**config.mk**
```make
export PLATFORM = sky130hd
export DESIGN_NAME = ghtIndexHash
export DESIGN_NICKNAME = d
export VERILOG_FILES = /design/src/verilog/ghtPkg.sv /design/src/verilog/ghtIndexHash.sv
export SDC_FILE = /design/constraint.sdc
export NUM_CORES = 1
export LEC_CHECK = 0
export BUFFER_PORTS_ARGS = -buffer_cell sky130_fd_sc_hd__buf_2
export CAP_MARGIN = 20
export CORE_MARGIN = 10
export CORE_UTILIZATION = 25
export CTS_CLUSTER_SIZE = 24
export DETAILED_ROUTE_END_ITERATION = 16
export PLACE_DENSITY = 0.6
export SYNTH_ARGS = -nofsm -noshare
export SYNTH_HDL_FRONTEND = slang
export SYNTH_SLANG_ARGS = --single-unit
```
**constraint.sdc**
```tcl
create_clock -name clk -period 0.8 [get_ports clk]
set_input_delay 0.16 -clock clk [delete_from_list [all_inputs] [get_ports clk]]
set_output_delay 0.16 -clock clk [all_outputs]
set_load 0.005 [all_outputs]
```
**src/verilog/ghtPkg.sv**
```systemverilog
// Global history predictor definitions
package ghtPkg;

    // table geometry
    localparam int BANK_COUNT   = 8;
    localparam int ROW_COUNT    = 32;
    localparam int COLUMN_COUNT = 256;

    // one row cleared per cycle after reset
    localparam int INIT_CYCLES  = ROW_COUNT;

    typedef logic [15:0] ipBits_t;
    typedef logic [7:0]  history_t;
    typedef logic [15:0] tableIndex_t;
    typedef logic [1:0]  counter_t;
    typedef logic [2:0]  bankId_t;
    typedef logic [4:0]  rowId_t;
    typedef logic [7:0]  columnId_t;
    typedef logic [2*COLUMN_COUNT-1:0] counterRow_t;

    typedef struct packed {
        bankId_t   bank;
        rowId_t    row;
        columnId_t column;
    } ghtIndex_t;

    // one update port
    typedef struct packed {
        logic        valid;
        tableIndex_t index;
        counter_t    counter;
    } ghtUpdate_t;

    // command to a single bank
    typedef struct packed {
        logic      writeEn;
        logic      clearEn;
        rowId_t    row;
        columnId_t column;
        counter_t  counter;
    } ghtBankWrite_t;

    typedef struct packed {
        logic     valid;
        logic     taken;
        counter_t counter;
    } ghtPrediction_t;

    // bank from index bits 7:6 and 0, row from 5:1, column from 15:8
    function automatic ghtIndex_t splitIndex(input tableIndex_t idx);
        ghtIndex_t result;
        result.bank   = {idx[7:6], idx[0]};
        result.row    = idx[5:1];
        result.column = idx[15:8];
        return result;
    endfunction

endpackage

```
**src/verilog/ghtIndexHash.sv**
```systemverilog
// Lookup index hashing
`timescale 1ns/1ns

module ghtIndexHash import ghtPkg::*; (
    input  logic      clk,
    input  logic      rst,
    input  logic      lookupValid,
    input  ipBits_t   ipBits,
    input  history_t  history,
    output logic      indexValid,
    output ghtIndex_t lookupIndex
);

    tableIndex_t hashedIndex;

    // history folds into the upper address byte only
    assign hashedIndex = ipBits ^ {history, 8'h00};

    always_ff @(posedge clk) begin
        if (rst) begin
            indexValid <= 1'b0;
        end else begin
            indexValid <= lookupValid;
        end
    end

    // index payload follows every cycle
    always_ff @(posedge clk) begin
        lookupIndex <= splitIndex(hashedIndex);
    end

endmodule

```
* Word level (Yosys, flattened, before mapping) *
Cells that the tools add are included.

storage, ports and cells
  bits in registers = 17
  latch bits = 0
  memory bits (writable) = 0
  memory bits (read-only) = 0
  output and inout bits = 17
  memories = 0

cells by class
  add/sub/neg operators = 0
  $mul = 0
  divide/modulo/power cells = 0
  magnitude comparators = 0
  eq/ne operators = 0
  shift-type cells = 0
  multiplexer cells = 0
  bitwise gates (word level) = 1
  reductions and logical operators = 0

operators with widths
  kind        count
  16-bit XOR  1

* Depth between registers and ports, before layout *
Gate-level depths: netlist (run 1).

  depth in word-level cells = 1
  mapped depth = 1
  mapped depth without buffers = 1

* Least setup slack after synthesis (run 1) *
Ideal clock, no wire load.

  path kind = register to output
  start = register indexValid
  end = output indexValid
  arrival = 298 ps
  slack = 342 ps
  stages on the path, launching flop included = 1
  path buffers = 0
  cells stage by stage = dfxtp_1

RTL lines
  item                    line                RTL
  from (decl)             ghtIndexHash.sv:10  output logic indexValid,
  from (signal assigned)  ghtIndexHash.sv:23  indexValid <= lookupValid;

No word-level cell between the ends.

* Final worst setup path (run 1) *
  start = register lookupIndex[9] in the netlist's numbering
  end = output lookupIndex[9] in the netlist's numbering

RTL lines
  item                    line                RTL
  from (decl)             ghtIndexHash.sv:11  output ghtIndex_t lookupIndex
  from (signal assigned)  ghtIndexHash.sv:29  lookupIndex <= splitIndex(hashedIndex);

No word-level cell between the ends.

==> results.cfg, run 1 <==
[layout]
synthToLayoutAreaGrowth_pct = 87.69
layout.nets = 109
fin_cells = 97
n_antenna_cell = 0
finish.utilization_pct = 50.73
drive_above_1_share_pct = 61.73
fin_area_sq_um = 782.0

[detailed_routing]
totalWireLength_mm = 1.269
ant_nets = 0
drt-initial-drc-count = 0
vias = 373
via_per_inst = 3.845
first_pass_iters = 1
drc_errors = 0
post_drt_wl_per_cell_um = 13.08

[worst_setup_path]
required_ns = 0.64
critPathMaxFanout = 1
critPathArrivalTime_ns = 0.73
crit_family = flip-flops
critPathMaxStageDelay_ns = 0.34
crit_buf_inv = 1
crit_slowest_cell = dfxtp_2
critPathKind = register to output pin
worstSetupEndpointType = output pin
crit_chain = buf_6
start_kind = register

[power_and_ir_drop]
p_leak_uw = 0.0004073
ir_worst_vdd_mv = 1.184
p_comb_share_pct = 13.4
power.internal_uw = 1241
netSwitchingFraction_pct = 21.50
seq_power_share_pct = 58.9
p_sw_uw = 339.9
power_frac_clock_pct = 27.7
power.density_nw_per_um2 = 2021

[run_status]
status = finished with violations
violations = negative setup slack

[sta]
finalSetupViolations = 17
rsz0062_at_grt = yes
tightest_slew_ns = 0.1049
final-hold-violation-count = 0
post-route-period-util_pct = 111.0
period_needed_ns = 0.8884
maxSlewHeadroom_pct = 92.98
max_freq_mhz = 1126
slew_viol_final = 0
fin_ws_ns = -0.08836

[die]
dieArea_sq_um = 3700
die_w_um = 60.83
rows = 14
start_util_pct = 27.03
die_h_um = 60.83
io_pins = 44
core_area_sq_um = 1541

[yosys]
yosysSeqAreaShare_pct = 81.68
synth.area.mux_share_pct = 0
synth_top_family_by_area = XOR/XNOR gates
synth.avg_cell_area_sq_um = 16.03
synth.distinct_cells = 3
yosys.area_share.simple_pct = 1.502
synth-xor-area-share_pct = 16.82
ys_ff_latch = 17
synth_adder_area_share_pct = 0
synth.net_count = 53
syn_inst = 26
yosysWarnings = 0
synth_compound_area_share_pct = 0
synth.cell_area_sq_um = 416.7

[global_route]
grt_max_degree = 11
grt_pass1_vias = 436
antenna_found_initial = 0
grt_pass1_wl_mm = 2.049
grt.overflow.total = 0
track_usage_pct = 7.548

[clock_tree]
clkTransAtPathRegs_ns = 0.10
cts_max_level = 1
numCtsBuffers = 3
cts_tree = yes
clock-sinks = 17
clockBufferDepth = 2
cts_root_buf = clkbuf_4

[placed_design]
placed_cell_area_sq_um = 651.9
dp_cells = 85
gp_congestion = 0.6731
port_buffers = 43

[run]
cap_violations = 0

[worst_hold_path]
hold_class = primary input to register
==> power by group through the flow <==
stage	clock (uW)	sequential (uW)	combinational [uW]
6_report	437	931	213
5_1_grt	504	937	237
4_1_cts	464	927	206
3_5_place_dp	0	945	174
3_3_place_gp	0	945	173
2_1_floorplan	0	959	23.8
==> metal layers <==
metal	GRT usage, %	wire length, um	up-vias
met5	0	0	-
met4	3.762	0	0
met3	6.889	268	0
met2	9.753	484	40
met1	8.185	515	144
li1	-	-	189
==> stage by stage <==
stage,power [uW],hold WS (ns),setup TNS (ns),setup slack (ns)
floorplan,982.9,0.1877,0,0.3420
global placement,1118,0.2624,0,0.2274
detailed placement,1119,0.2649,0,0.2306
CTS,1596,0.008497,-1.391,-0.1018
global route,1679,0.009392,-1.891,-0.1299
finish,1581,0.02338,-1.107,-0.08836
==> Yosys cell counts <==
cell     number  area [sq um]
xor2_1        8         70.07
dfxtp_1      17         340.3
nor2b_1       1         6.260
==> timing repair <==
item / 4_1_cts / 5_1_grt
hold buffers: 8 / 0
setup buffers: 0 / 0
gates resized for setup: 0 / 6
endpoints found under the hold margin: 8 / 0
gates cloned: 0 / 0
setup endpoints to repair: 17 / 17
==> cell families after synthesis <==
kind of cell | after synthesis
xor gates and xnor gates | 8
DFF | 17
and+or+nand+nor | 1
==> cell type report <==
type / instances / area [sq um]
Tap cell: 16 / 20.02
Timing Repair Buffer: 51 / 314.1
Sequential cell: 17 / 344.1
Multi-Input combinational cell: 9 / 76.32
Clock inverter: 1 / 5.005
Clock buffer: 3 / 22.52
Fill cell: 134 / 759.5
==> cells in the final DEF (no fill, tap or decap), drive strengths merged <==
cell type    count
buf             43
clkbuf           3
clkinv           1
dfxtp           17
dlygate4sd3      8
nor2b            1
xor2             8
==> registers in the layout, indices dropped and copies added, names as in the netlist <==
name and cells:
indexValid 1, lookupIndex 16
==> worst paths after layout <==
| kind | startpoint | to | slack (ns) | cells after the start |
|---|---|---|---|---|
| worst max-delay path | lookupIndex[9]$_DFF_P_ | lookupIndex[9] | -0.09 | 1 |
| worst min-delay path | rst | indexValid$_SDFF_PP0_ | 0.02 | 2 |
(Power assumes the default switching activity.)
==> run 2: changes to the inputs <==
--- a/config.mk
+++ b/config.mk
@@ -7,11 +7,13 @@
 export LEC_CHECK = 0
 export BUFFER_PORTS_ARGS = -buffer_cell sky130_fd_sc_hd__buf_2
 export CAP_MARGIN = 20
+export CELL_PAD_IN_SITES_DETAIL_PLACEMENT = 1
+export CELL_PAD_IN_SITES_GLOBAL_PLACEMENT = 2
 export CORE_MARGIN = 10
-export CORE_UTILIZATION = 25
+export CORE_UTILIZATION = 15
 export CTS_CLUSTER_SIZE = 24
 export DETAILED_ROUTE_END_ITERATION = 16
-export PLACE_DENSITY = 0.6
+export PLACE_DENSITY = 0.66
 export SYNTH_ARGS = -nofsm -noshare
 export SYNTH_HDL_FRONTEND = slang
 export SYNTH_SLANG_ARGS = --single-unit
==> run 2 against run 1 <==
Net effect:
- the flow still finishes with violations (negative setup slack)
- sequential cell count did not move
- core utilization fell by 20 points
- die area rose by 43%
- power rose by 2.4%
- first-iteration DRC count rose by 2
- largest cell class unchanged
- largest power group unchanged
==> results.cfg, run 2 (synthesis results as in run 1) <==
[placed_design]
port_buffers = 43
placed_cell_area_sq_um = 670.6
gp_congestion = 0.5796
dp_cells = 100
place_ws_ns = 0.2322

[sta]
final-hold-violation-count = 0
setup_tns_ns = -1.226
post-route-period-util_pct = 111.6
tightest_slew_ns = 0.1200
fin_ws_ns = -0.09318
slew_viol_final = 0
rsz0062_at_grt = yes
maxSlewHeadroom_pct = 91.97
max_freq_mhz = 1120
finalSetupViolations = 17
period_needed_ns = 0.8932

[power_and_ir_drop]
power.density_nw_per_um2 = 1924
ir_worst_vdd_mv = 0.7108
p_leak_uw = 0.0004194

[layout]
fin_area_sq_um = 840.8
regMostFlops = lookupIndex
layout.nets = 110
final_cell_mix = buf_2, dfxtp_1, dlygate4sd3_1, xor2_1
multiInputGateArea_sq_um = 76.32
drive_above_1_share_pct = 65.85
fin_cells = 113
n_antenna_cell = 0
top_regs = lookupIndex x16, indexValid x1
final_common_cell = buf_2
largest_reg_flops = 16
fillers = 315
finish.utilization_pct = 31.02
regArea_sq_um = 349.1
synthToLayoutAreaGrowth_pct = 101.8

[worst_setup_path]
crit_buf_inv = 1
worstSetupEndpointType = output pin
worst-path-stages = 1
crit_slowest_cell = dfxtp_1
crit_family = flip-flops
crit_chain = buf_2
critPathArrivalTime_ns = 0.73
critPathKind = register to output pin
start_kind = register
critPathMaxFanout = 1
critPathMaxStageDelay_ns = 0.33
required_ns = 0.64

[global_route]
grt_max_degree = 11
grt.overflow.total = 0
grt_pass1_vias = 423
grt_pass1_wl_mm = 2.111
track_usage_pct = 5.270
antenna_found_initial = 0

[detailed_routing]
ant_nets = 0
first_pass_iters = 2
drc_errors = 0
vias = 385
totalWireLength_mm = 1.410
post_drt_wl_per_cell_um = 12.48
via_per_inst = 3.407
drt-initial-drc-count = 2

[die]
core_area_sq_um = 2710
die_w_um = 72.71
die_h_um = 72.71
start_util_pct = 15.37
io_pins = 44
dieArea_sq_um = 5286
rows = 19

[clock_tree]
cts_max_level = 1
clkTransAtPathRegs_ns = 0.10
clock-sinks = 17
cts_tree = yes
cts_root_buf = clkbuf_4
numCtsBuffers = 3
clockBufferDepth = 2
cts_setup_buffers = 0

[worst_hold_path]
whs_path_depth = 2
hold_class = primary input to register

[run_status]
violations = negative setup slack
status = finished with violations

[run]
cap_violations = 0
## run 2: cell count changes in the layout (fill, tap and decap cells not counted), sizes merged
cell and change:
dlygate4sd3 +1
## run 2: power breakdown
part           switching (uW)  internal [uW]
Clock                     264            185
Combinational            74.0            158
Sequential               18.7            917
## run 2: final timing paths
path                     from                endpoint  slack, ns
max   lookupIndex[15]$_DFF_P_         lookupIndex[15]      -0.09
min                ipBits[12]  lookupIndex[4]$_DFF_P_       0.04
## run 2: layout make-up
class	instances	share of cell area, %
Sequential cell	17	41.52
Timing Repair Buffer	52	41.52
Multi-Input combinational cell	9	9.077
Tap cell	31	4.613
Clock buffer	3	2.679
Clock inverter	1	0.5952
## run 2: stage by stage
stage	power, uW	hold WS, ns
after global placement	1120	0.2644
after global routing	1745	0.01199
final	1618	0.04019
after floorplan	982.9	0.1877
after detailed placement	1127	0.2645
after CTS	1640	0.02388
## run 2: layer usage
metal  global-route usage (%)  wire length (um)  up-vias
met3                    1.769               142        2
li1                         -                 -      190
met5                        0                 0        -
met2                    9.827               816       24
met4                    4.430                30        0
met1                    4.304               421      169
## run 2: timing repair
| item | CTS | global route |
|---|---|---|
| endpoints found under the hold margin | 9 | 0 |
| gates resized for setup | 0 | 14 |
| hold buffers | 9 | 0 |
| setup endpoints to repair | 17 | 17 |
