===== config.mk =====
export PLATFORM = sky130hd
export DESIGN_NAME = ghtWriteArbiter
export DESIGN_NICKNAME = d
export VERILOG_FILES = /design/src/verilog/ghtPkg.sv /design/src/verilog/ghtWriteArbiter.sv
export SDC_FILE = /design/constraint.sdc
export NUM_CORES = 1
export LEC_CHECK = 0
export BUFFER_PORTS_ARGS = -buffer_cell sky130_fd_sc_hd__buf_2
export CAP_MARGIN = 40
export CELL_PAD_IN_SITES_DETAIL_PLACEMENT = 1
export CELL_PAD_IN_SITES_GLOBAL_PLACEMENT = 1
export CORE_UTILIZATION = 33
export DETAILED_ROUTE_END_ITERATION = 6
export MAX_ROUTING_LAYER = met4
export PLACE_DENSITY = 0.8
export SYNTH_ARGS = -nofsm -noshare
export SYNTH_HDL_FRONTEND = slang
export SYNTH_SLANG_ARGS = --single-unit

===== constraint.sdc =====
create_clock -name clk -period 2 [get_ports clk]
set_clock_uncertainty 0.05 [all_clocks]
set_input_delay 0.1 -clock clk [delete_from_list [all_inputs] [get_ports clk]]
set_output_delay 0.1 -clock clk [all_outputs]
set_load 0.005 [all_outputs]

===== src/verilog/ghtPkg.sv =====
// Global history predictor definitions
package ghtPkg;

    // table geometry
    localparam int BANK_COUNT   = 8;
    localparam int ROW_COUNT    = 32;
    localparam int COLUMN_COUNT = 256;

    // one row cleared per cycle after reset
    localparam int INIT_CYCLES  = ROW_COUNT;

    typedef logic [15:0] ipBits_t;
    typedef logic [7:0]  history_t;
    typedef logic [15:0] tableIndex_t;
    typedef logic [1:0]  counter_t;
    typedef logic [2:0]  bankId_t;
    typedef logic [4:0]  rowId_t;
    typedef logic [7:0]  columnId_t;
    typedef logic [2*COLUMN_COUNT-1:0] counterRow_t;

    typedef struct packed {
        bankId_t   bank;
        rowId_t    row;
        columnId_t column;
    } ghtIndex_t;

    // one update port
    typedef struct packed {
        logic        valid;
        tableIndex_t index;
        counter_t    counter;
    } ghtUpdate_t;

    // command to a single bank
    typedef struct packed {
        logic      writeEn;
        logic      clearEn;
        rowId_t    row;
        columnId_t column;
        counter_t  counter;
    } ghtBankWrite_t;

    typedef struct packed {
        logic     valid;
        logic     taken;
        counter_t counter;
    } ghtPrediction_t;

    // bank from index bits 7:6 and 0, row from 5:1, column from 15:8
    function automatic ghtIndex_t splitIndex(input tableIndex_t idx);
        ghtIndex_t result;
        result.bank   = {idx[7:6], idx[0]};
        result.row    = idx[5:1];
        result.column = idx[15:8];
        return result;
    endfunction

endpackage


===== src/verilog/ghtWriteArbiter.sv =====
// Update port arbitration and clear sweep
`timescale 1ns/1ns

module ghtWriteArbiter import ghtPkg::*; (
    input  logic                            clk,
    input  logic                            rst,
    input  ghtUpdate_t                      update0,
    input  ghtUpdate_t                      update1,
    output logic                            updateReady,
    output ghtBankWrite_t [BANK_COUNT-1:0] bankWrite
);

    rowId_t     initCount;
    logic       initActive;
    ghtUpdate_t savedUpdate;
    logic       saveOccupied;

    ghtIndex_t  dec0;
    ghtIndex_t  dec1;
    ghtIndex_t  decSaved;
    logic       accept0;
    logic       accept1;
    logic       saveLoad;

    logic [BANK_COUNT-1:0] writeEnVec;
    logic [BANK_COUNT-1:0] clearEnVec;

    function automatic ghtBankWrite_t writeCmd(input ghtIndex_t dec, input counter_t value);
        ghtBankWrite_t cmd;
        cmd         = '0;
        cmd.writeEn = 1'b1;
        cmd.row     = dec.row;
        cmd.column  = dec.column;
        cmd.counter = value;
        return cmd;
    endfunction

    assign dec0     = splitIndex(update0.index);
    assign dec1     = splitIndex(update1.index);
    assign decSaved = splitIndex(savedUpdate.index);

    assign updateReady = !initActive && !saveOccupied;
    assign accept0     = update0.valid && updateReady;
    assign accept1     = update1.valid && updateReady;

    // same bank on both ports, port 1 waits a cycle
    assign saveLoad = accept0 && accept1 && (dec0.bank == dec1.bank);

    always_comb begin
        for (int b = 0; b < BANK_COUNT; b++) begin
            bankWrite[b] = '0;
            if (initActive) begin
                bankWrite[b].clearEn = !rst;
                bankWrite[b].row     = initCount;
            end else if (saveOccupied && decSaved.bank == bankId_t'(b)) begin
                bankWrite[b] = writeCmd(decSaved, savedUpdate.counter);
            end else if (accept0 && dec0.bank == bankId_t'(b)) begin
                bankWrite[b] = writeCmd(dec0, update0.counter);
            end else if (accept1 && dec1.bank == bankId_t'(b)) begin
                bankWrite[b] = writeCmd(dec1, update1.counter);
            end
        end
    end

    always_comb begin
        for (int b = 0; b < BANK_COUNT; b++) begin
            writeEnVec[b] = bankWrite[b].writeEn;
            clearEnVec[b] = bankWrite[b].clearEn;
        end
    end

    always_ff @(posedge clk) begin
        if (rst) begin
            initActive   <= 1'b1;
            initCount    <= '0;
            saveOccupied <= 1'b0;
        end else begin
            if (initActive) begin
                initCount <= initCount + 1'b1;
                if (initCount == rowId_t'(INIT_CYCLES - 1)) begin
                    initActive <= 1'b0;
                end
            end
            saveOccupied <= saveLoad;
        end
    end

    always_ff @(posedge clk) begin
        if (saveLoad) begin
            savedUpdate <= update1;
        end
    end

    // a bank never sees a write and a clear together
    assert property (@(posedge clk) disable iff (rst)
        (writeEnVec & clearEnVec) == '0);

    assert property (@(posedge clk) disable iff (rst)
        saveOccupied |-> !saveLoad);

    // while not ready, only the saved update may reach a bank
    assert property (@(posedge clk) disable iff (rst)
        !updateReady |-> $countones(writeEnVec) == int'(saveOccupied));

endmodule


=== Word-level counts from Yosys, hierarchy flattened ===
Cells that the tools add are included.

* Reduce and logical (&&, ||, !) cells: 35
* Add/subtract/negate cells: 1
* Equal/unequal tests: 23
* Muxes and demuxes: 50

{| class="wikitable"
|+ Operators with widths
! kind !! count
|-
| 2-to-1 mux 17 bit || 24
|-
| 2-to-1 mux 10 bit || 8
|-
| 2-to-1 mux 6 bit || 8
|-
| == test 3 bit, second input constant || 12
|-
| logical AND 1 bit || 29
|-
| == test 3 x 2 -> 1 bit, second input constant || 6
|-
| 2-to-1 mux 1 bit || 10
|-
| == test 3 x 1 -> 1 bit, second input constant || 3
|-
| logical NOT 3 bit || 3
|-
| adder 5 x 1 -> 5 bit, second input constant || 1
|-
| == test 5 bit, second input constant || 1
|-
| == test 3 bit || 1
|-
| logical NOT 1 bit || 3
|}

* Output and inout port bits: 137
* Input bits: 40
* Register bits: 25
* Word-level logic and storage cells: 114

=== Logic depth before layout (Yosys ltp) ===
Gate-level depths: netlist (run 1).

* Depth after elaboration: 8
* Depth in mapped cells: 6
* Gate-level depth less buffers: 5

=== Worst setup path before layout (run 1) ===
OpenSTA, ideal clock, no wires.

* Path kind: register -> register
* Start point: register initActive
* End point: register savedUpdate (netlist bit decSaved[0]), enable pin
* Library setup time: 392 ps
* Arrival time: 1,708 ps
* Clock period less this slack: 2,150 ps
* Stages on the path, launching flop included: 6
* Setup slack: -150 ps
* Required time: 1,558 ps
* Path buffers: 2
* Cell sequence: dfxtp_1 > buf_6 > buf_2 > nor2_1 > nand4_1 > nor2_1

* Cells in the longest elaborated chain, start to end: 5
* Elaborated cells on any way between the ends: 6
* Those cells by class: 6 x reduce/logical

{| class="wikitable"
|+ Ends and longest elaborated chain
! item !! line !! RTL
|-
| start, declared || ghtWriteArbiter.sv:14 || <nowiki>logic initActive;</nowiki>
|-
| start signal, assigned || ghtWriteArbiter.sv:74 || <nowiki>initActive <= 1'b1;</nowiki>
|-
| start signal, assigned || ghtWriteArbiter.sv:81 || <nowiki>initActive <= 1'b0;</nowiki>
|-
| logical NOT 1 bit (*) || ghtWriteArbiter.sv:42 || <nowiki>assign updateReady = !initActive && !saveOccupied;</nowiki>
|-
| logical AND 1 bit (*) || ghtWriteArbiter.sv:42 ||
|-
| named net updateReady || ghtWriteArbiter.sv:9 || <nowiki>output logic updateReady,</nowiki>
|-
| logical AND 1 bit (on tied branches) || ghtWriteArbiter.sv:43, ghtWriteArbiter.sv:44 ||
|-
| logical AND 1 bit (*) (2 in a row) || ghtWriteArbiter.sv:47 || <nowiki>assign saveLoad = accept0 && accept1 && (dec0.bank == dec1.bank);</nowiki>
|-
| named net saveLoad || ghtWriteArbiter.sv:23 || <nowiki>logic saveLoad;</nowiki>
|-
| end signal, assigned || ghtWriteArbiter.sv:90 || <nowiki>savedUpdate <= update1;</nowiki>
|-
| end, declared || ghtWriteArbiter.sv:15 || <nowiki>ghtUpdate_t savedUpdate;</nowiki>
|}

Mark *: on every way through the listed nets, which the timed path passes. The rest lies on a longest branch.
A chain may end at the register's enable or synchronous reset.

==> flow_metrics.env, run 1 <==
export IMPL_slew_violations=0
export IMPL_vias=10100
export IMPL_fin_nets=971
export IMPL_antenna_found_initial=2
export IMPL_mostFrequentLayoutCell="buf_2"
export IMPL_grt_overflow=0
export IMPL_synth_compound_area_share_pct=47.2
export IMPL_fmax_mhz=335
export IMPL_synth_area_leaders="o2111ai_1, a311oi_1, edfxtp_1"
export IMPL_avgRoutedWirePerCell_um=44.7
export IMPL_synthAdderAreaFrac_pct=0.467
export IMPL_finalWorstSetupSlack_ps=-985
export IMPL_drt_iter0_drc=1685
export IMPL_dp_cells=1018
export IMPL_synthXorXnorAreaFrac_pct=0.980
export IMPL_ys_ff_latch=25
export IMPL_p_leak_nw=3.42
export IMPL_design_die_area_um2=16800
export IMPL_clock_sinks=25
export IMPL_dr_pass1_iters=7
export IMPL_critPathArrivalTime_ps=2830
export IMPL_worst_pin_slew_ps=1110
export IMPL_setup_violations=128
export IMPL_yosys_area_share_simple_pct=22.2
export IMPL_cts_root_buf="clkbuf_16"
export IMPL_synth_cell_types=44
export IMPL_drc=9
export IMPL_clockPowerShare_pct=32.3
export IMPL_start_util_pct=33.7
export IMPL_drtAntennaViolNets=0
export IMPL_htreeDepth=1
export IMPL_cp_max_fo=20
export IMPL_cts_tree="yes"
export IMPL_hold_viol_final=0
export IMPL_vias_per_cell=8.82
export IMPL_n_fill_cell=1659
export IMPL_clk_latency_ps=280
export IMPL_final_cell_count_no_fill=1147
export IMPL_max_slew_margin_rel_pct=25.2
export IMPL_hp_class="primary input to register"
export IMPL_worst_setup_path_end_kind="output port"
export IMPL_place_area_um2=6480
export IMPL_drt_wl_total_um=51200
export IMPL_ctsHoldBuffers=0
export IMPL_netSwitchingFraction_pct=43.2
export IMPL_final_area_um2=10600
export IMPL_muxShareOfSynthArea_pct=0.373
export IMPL_syn_avg_cell_area_um2=7.24
export IMPL_fin_crit_sh_pct=149
export IMPL_violations="design-rule violations, negative setup slack"
export IMPL_fin_tns_setup_ps=-42850
export IMPL_synth_top_cell_area_share_pct=19.6
export IMPL_coreArea_um2=15900
export IMPL_whs_ps=60.4
export IMPL_die_h_um=129
export IMPL_port_buffers=176
export IMPL_syn_inst=740
export IMPL_path_class="register to output port"
export IMPL_syn_area_um2=5360
export IMPL_grt_max_degree=75
export IMPL_worst_ir_drop_vdd_v=0.000339
export IMPL_pwr_density_cell_nw_per_um2=167
export IMPL_cell_internal_pwr_w=0.000999
export IMPL_numCtsBuffers=3
export IMPL_synthArstFlopShare_pct=0
export IMPL_layout_drive_gt1_share_pct=71.2
export IMPL_worstSetupStartpointType="register"
export IMPL_synthFlopType="edfxtp_1"
export IMPL_crit_required_ps=1850
export IMPL_clockBufferDepth=2
export IMPL_synthToLayoutAreaGrowth_pct=97.0
export IMPL_seqPwrFrac_pct=32.0
export IMPL_io_pins=177
export IMPL_ys_warn_count=0
export IMPL_cts_clk_slew_worst_paths_ps=80
export IMPL_p_switching_w=0.000761
export IMPL_rsz0062_at_grt="true"
export IMPL_final_cell_mix="buf_2, a311oi_2, o2111ai_2"
export IMPL_pwr_share_comb_pct=35.8
export IMPL_dpl_hpwl_um=17900
export IMPL_synth_top_family_by_area="compound AO/OA/AOI/OAI gates"
export IMPL_finalCriticalPeriod_ps=2980
export IMPL_dieWidth_um=129
export IMPL_p_total_w=0.00176
export IMPL_rows=46
export IMPL_grt_usage_pct=48.4
export IMPL_ys_seq_area_share_pct=12.7
export IMPL_max_cap_violations=0
export IMPL_gp_congestion=0.880
export IMPL_synth_top_cell_by_area="o2111ai_1"
export IMPL_grt_pass1_wl_um=58500
export IMPL_outcome="finished with violations"
export IMPL_syn_num_nets=782
export IMPL_first_global_vias=9244
export IMPL_synth_edf_count=18
==> cell type report <==
| class | count | area [um2] | share of cell area [%] |
|---|---|---|---|
| multi-input cells | 535 | 5790 | 54.8 |
| repair buffers | 363 | 3720 | 35.2 |
| flip-flops and latches | 25 | 688 | 6.52 |
| well taps | 216 | 270 | 2.56 |
| clock buffers | 4 | 78.8 | 0.747 |
| diodes | 3 | 7.51 | 0.0711 |
| inverters | 1 | 3.75 | 0.0355 |
==> state kept, by name, summed over array words and instances, names as in the netlist <==
register and count:
savedUpdate 2, initActive 1, saveOccupied 1, decSaved 16, initCount 5
==> power groups by stage <==
| stage | Sequential, W | Clock (W) | Combinational [W] |
|---|---|---|---|
| after floorplan | 0.000575 | 0 | 0.000237 |
| after global placement | 0.000575 | 0 | 0.000446 |
| after detailed placement | 0.000575 | 0 | 0.000453 |
| after CTS | 0.000562 | 0.000491 | 0.000510 |
| after global routing | 0.000563 | 0.000580 | 0.000625 |
| final | 0.000562 | 0.000568 | 0.000630 |
==> path summary, 6_finish.rpt <==
check               startpoint              to  slack [ps]  depth (start not counted)
setup reg to reg    initActive  savedUpdate[1]          20                          6
setup / recovery    initActive  bankWrite[108]        -980                          7
hold reg to reg   initCount[2]    initCount[2]         530                          2
hold / removal      update1[2]    decSaved[13]          60                          1
==> worst max-delay path, stage by stage, from the launching register on <==
cell      delay [ps]
dfxtp_4          420
buf_6            160
nor3_4           220
buf_6            210
buf_16           180
nand3_1          110
a311oi_1         970
buf_2            260
==> through the flow <==
stage | utilization, % | setup slack [ps]
final | 66.5 | -985
after global routing | 66.5 | -1010
after CTS | 57.2 | -175
after detailed placement | 40.8 | -44.5
after global placement | 40.8 | 59.2
after floorplan | - | 120
==> logic make-up after synthesis <==
group | Yosys count
AND/OR/NAND/NOR | 226
adder cells (fa/ha/maj) | 2
multiplexers | 2
XOR/XNOR | 6
buffers and inverters | 181
AO/OA/AOI/OAI | 298
flip-flops | 25
==> repair_timing <==
action | CTS | global route
setup endpoints to repair | 128 | 128
cloned | 30 | 16
pin swaps | 99 | 74
setup buffers | 50 | 32
gates resized for setup | 298 | 148
==> per-layer routing <==
metal | GRT usage (%) | up-vias | share of wire, % | wire, um
li1 | - | 3471 | - | -
met1 | 53.4 | 4699 | 31 | 15700
met2 | 70.8 | 1309 | 40 | 20500
met3 | 16.9 | 639 | 17 | 8520
met4 | 38.3 | 0 | 13 | 6440
met5 | - | - | 0 | 0
==> synthesized netlist by cell type, types with 14 or more instances <==
library cell,n
a311oi_1,108
edfxtp_1,18
nor2_1,92
o2111ai_1,120
nand3_1,89
buf_2,41
a21oi_1,16
a221oi_1,29
buf_1,22
buf_4,14
clkbuf_1,77
clkbuf_2,18
Power figures use the tool's default switching activity.
==> run 2: changes to the inputs <==
SKIP_CTS_REPAIR_TIMING = 1   (was not set)
TNS_END_PERCENT = 30   (was not set)
==> run 2 against run 1 <==
Net effect:
- the run ends with negative setup slack left
- total power is 12% lower
- cell count is 7.8% lower
- critical endpoint is now bankWrite[27]
- worst setup slack improved by 590 ps
- critical path depth decreased by 1
- global-route usage is 16 points lower
- register-to-register slack gained 220 ps
- count of clock-buffer cells in the layout unchanged
- core utilization down 20 points
- highest routed layer unchanged
- sequential share of layout area is 2.8 points higher
- combinational power is 21% lower
- die area did not move
- flip-flop and latch count did not move
==> flow_metrics.env, run 2 (synthesis gave the netlist of run 1 again) <==
export IMPL_clockBufferDepth=2
export IMPL_drtAntennaViolNets=0
export IMPL_violations="negative setup slack"
export IMPL_crit_required_ps=1850
export IMPL_slew_violations=0
export IMPL_clockPowerShare_pct=31.8
export IMPL_rows=46
export IMPL_reg2reg_depth=5
export IMPL_cts_clk_slew_worst_paths_ps=80
export IMPL_port_buffers=176
export IMPL_first_global_vias=7123
export IMPL_drt_iter0_drc=1514
export IMPL_cts_tree="yes"
export IMPL_grt_overflow=0
export IMPL_finalWorstSetupSlack_ps=-397
export IMPL_p_switching_w=0.000571
export IMPL_max_slew_margin_rel_pct=34.6
export IMPL_pwr_density_cell_nw_per_um2=209
export IMPL_gp_congestion=0.880
export IMPL_drc=0
export IMPL_io_pins=177
export IMPL_numCtsBuffers=3
export IMPL_dr_pass1_iters=6
export IMPL_die_h_um=129
export IMPL_ff2ff_setup_slack_ps=240
export IMPL_max_cap_violations=0
export IMPL_final_area_um2=7410
export IMPL_num_antenna_cells=0
export IMPL_holdPathEnd="decSaved[13]"
export IMPL_pwr_share_comb_pct=32.0
export IMPL_grt_usage_pct=32.8
export IMPL_rsz0062_at_grt="true"
export IMPL_finalCriticalPeriod_ps=2400
export IMPL_pre_cts_ws_ps=-44.5
export IMPL_hp_class="primary input to register"
export IMPL_htreeDepth=1
export IMPL_largest_register_ffs=16
export IMPL_grt_max_degree=75
export IMPL_hp_start="update1[2]"
export IMPL_hold_viol_final=0
export IMPL_fin_crit_sh_pct=120
export IMPL_dpl_hpwl_um=17900
export IMPL_worstSetupStartpointType="register"
export IMPL_worst_ir_drop_vdd_v=0.000266
export IMPL_worst_pin_slew_ps=981
export IMPL_vias_per_cell=8.03
export IMPL_r2r_end="decSaved[10]"
export IMPL_worst_path_max_delay_cell="edfxtp_1"
export IMPL_crit_chain="buf_6 -> nor4bb_4 -> buf_4 -> a311oi_1 -> a221oi_1 -> buf_2"
export IMPL_clk_latency_ps=270
export IMPL_clock_sinks=25
export IMPL_fmax_mhz=417
export IMPL_start_util_pct=33.7
export IMPL_coreArea_um2=15900
export IMPL_setup_violations=128
export IMPL_cts_root_buf="clkbuf_16"
export IMPL_critical_path_max_stage_delay_ps=540
export IMPL_seqPwrFrac_pct=36.2
export IMPL_layout_drive_gt1_share_pct=41.9
export IMPL_synthToLayoutAreaGrowth_pct=38.3
export IMPL_netSwitchingFraction_pct=36.8
export IMPL_r2r_start="saveOccupied"
export IMPL_hold_depth=1
export IMPL_path_class="register to output port"
export IMPL_outcome="finished with violations"
export IMPL_grt_pass1_wl_um=41700
export IMPL_fin_nets=885
export IMPL_vias=8491
export IMPL_design_die_area_um2=16800
export IMPL_avgRoutedWirePerCell_um=31.1
export IMPL_dieWidth_um=129
export IMPL_final_cell_mix="buf_2, o2111ai_1, nand3_1"
export IMPL_worst_setup_path_end_kind="output port"
export IMPL_antenna_found_initial=0
export IMPL_critPathArrivalTime_ps=2250
export IMPL_place_area_um2=6480
export IMPL_cp_max_fo=8
export IMPL_n_fill_cell=1945
export IMPL_p_leak_nw=2.54
export IMPL_cell_internal_pwr_w=0.000981
export IMPL_drt_wl_total_um=32900
export IMPL_mostFrequentLayoutCell="buf_2"
## run 2: cell types whose count changed in the layout (fill, tap and decap cells not counted), moves of 18 or more
cell	change
o2111ai_1	+87
o2111ai_2	-66
a311oi_1	+53
a311oi_2	-52
buf_6	-27
nand3_1	+24
nand3_2	-24
nor2_1	+24
buf_16	-22
o2111ai_4	-21
a221oi_1	+18
a221oi_2	-18
## run 2: per-layer routing
| metal | GRT usage [%] | vias up | part of all wire (%) |
|---|---|---|---|
| met3 | 4.71 | 268 | 13 |
| met4 | 14.8 | 0 | 7.3 |
| li1 | - | 3292 | - |
| met2 | 52.4 | 930 | 45 |
| met5 | - | - | 0 |
| met1 | 41.0 | 4001 | 34 |
## run 2: final cells by class
| type | count | area [um2] | area share [%] |
|---|---|---|---|
| Timing Repair Buffer | 278 | 2130 | 28.7 |
| Clock buffer | 4 | 78.8 | 1.06 |
| Inverter | 1 | 3.75 | 0.0506 |
| Tap cell | 216 | 270 | 3.65 |
| Multi-Input combinational cell | 534 | 4240 | 57.2 |
| Sequential cell | 25 | 688 | 9.28 |
## run 2: power by group through the flow
stage | Clock, W | Combinational, W | Sequential [W]
2_1_floorplan | 0 | 0.000237 | 0.000575
5_1_grt | 0.000518 | 0.000501 | 0.000563
3_5_place_dp | 0 | 0.000453 | 0.000575
6_report | 0.000493 | 0.000496 | 0.000562
3_3_place_gp | 0 | 0.000446 | 0.000575
4_1_cts | 0.000491 | 0.000454 | 0.000563
## run 2: worst max-delay path, delay by kind of cell, from the launching register on
kind	cells	cell delay, ps
simple gates	1	360
flops	1	540
compound gates	2	440
buf+inv	3	630
## run 2: how the worst max path moves through the flow
stage | slack, ps | end | cells after the start | from
6_report | -400 | bankWrite[27] | 6 | decSaved[13]
3_3_place_gp | 60 | bankWrite[68] | 4 | decSaved[14]
4_1_cts | -350 | bankWrite[61] | 6 | saveOccupied
2_1_floorplan | 120 | decSaved[0] | 5 | initActive
5_1_grt | -400 | bankWrite[27] | 6 | decSaved[13]
3_5_place_dp | -40 | bankWrite[61] | 6 | saveOccupied
## run 2: through the flow
step	setup TNS (ps)	util [%]	hold slack (ps)	std cells	total power [W]
finish	-23010	46.7	61.9	1058	0.00155
global route	-28190	46.7	63.5	1058	0.00158
CTS	-25820	41.3	61.9	1022	0.00151
detailed placement	-118	40.8	340	1018	0.00103
global placement	0	40.8	340	1018	0.00102
floorplan	0	-	149	740	0.000813
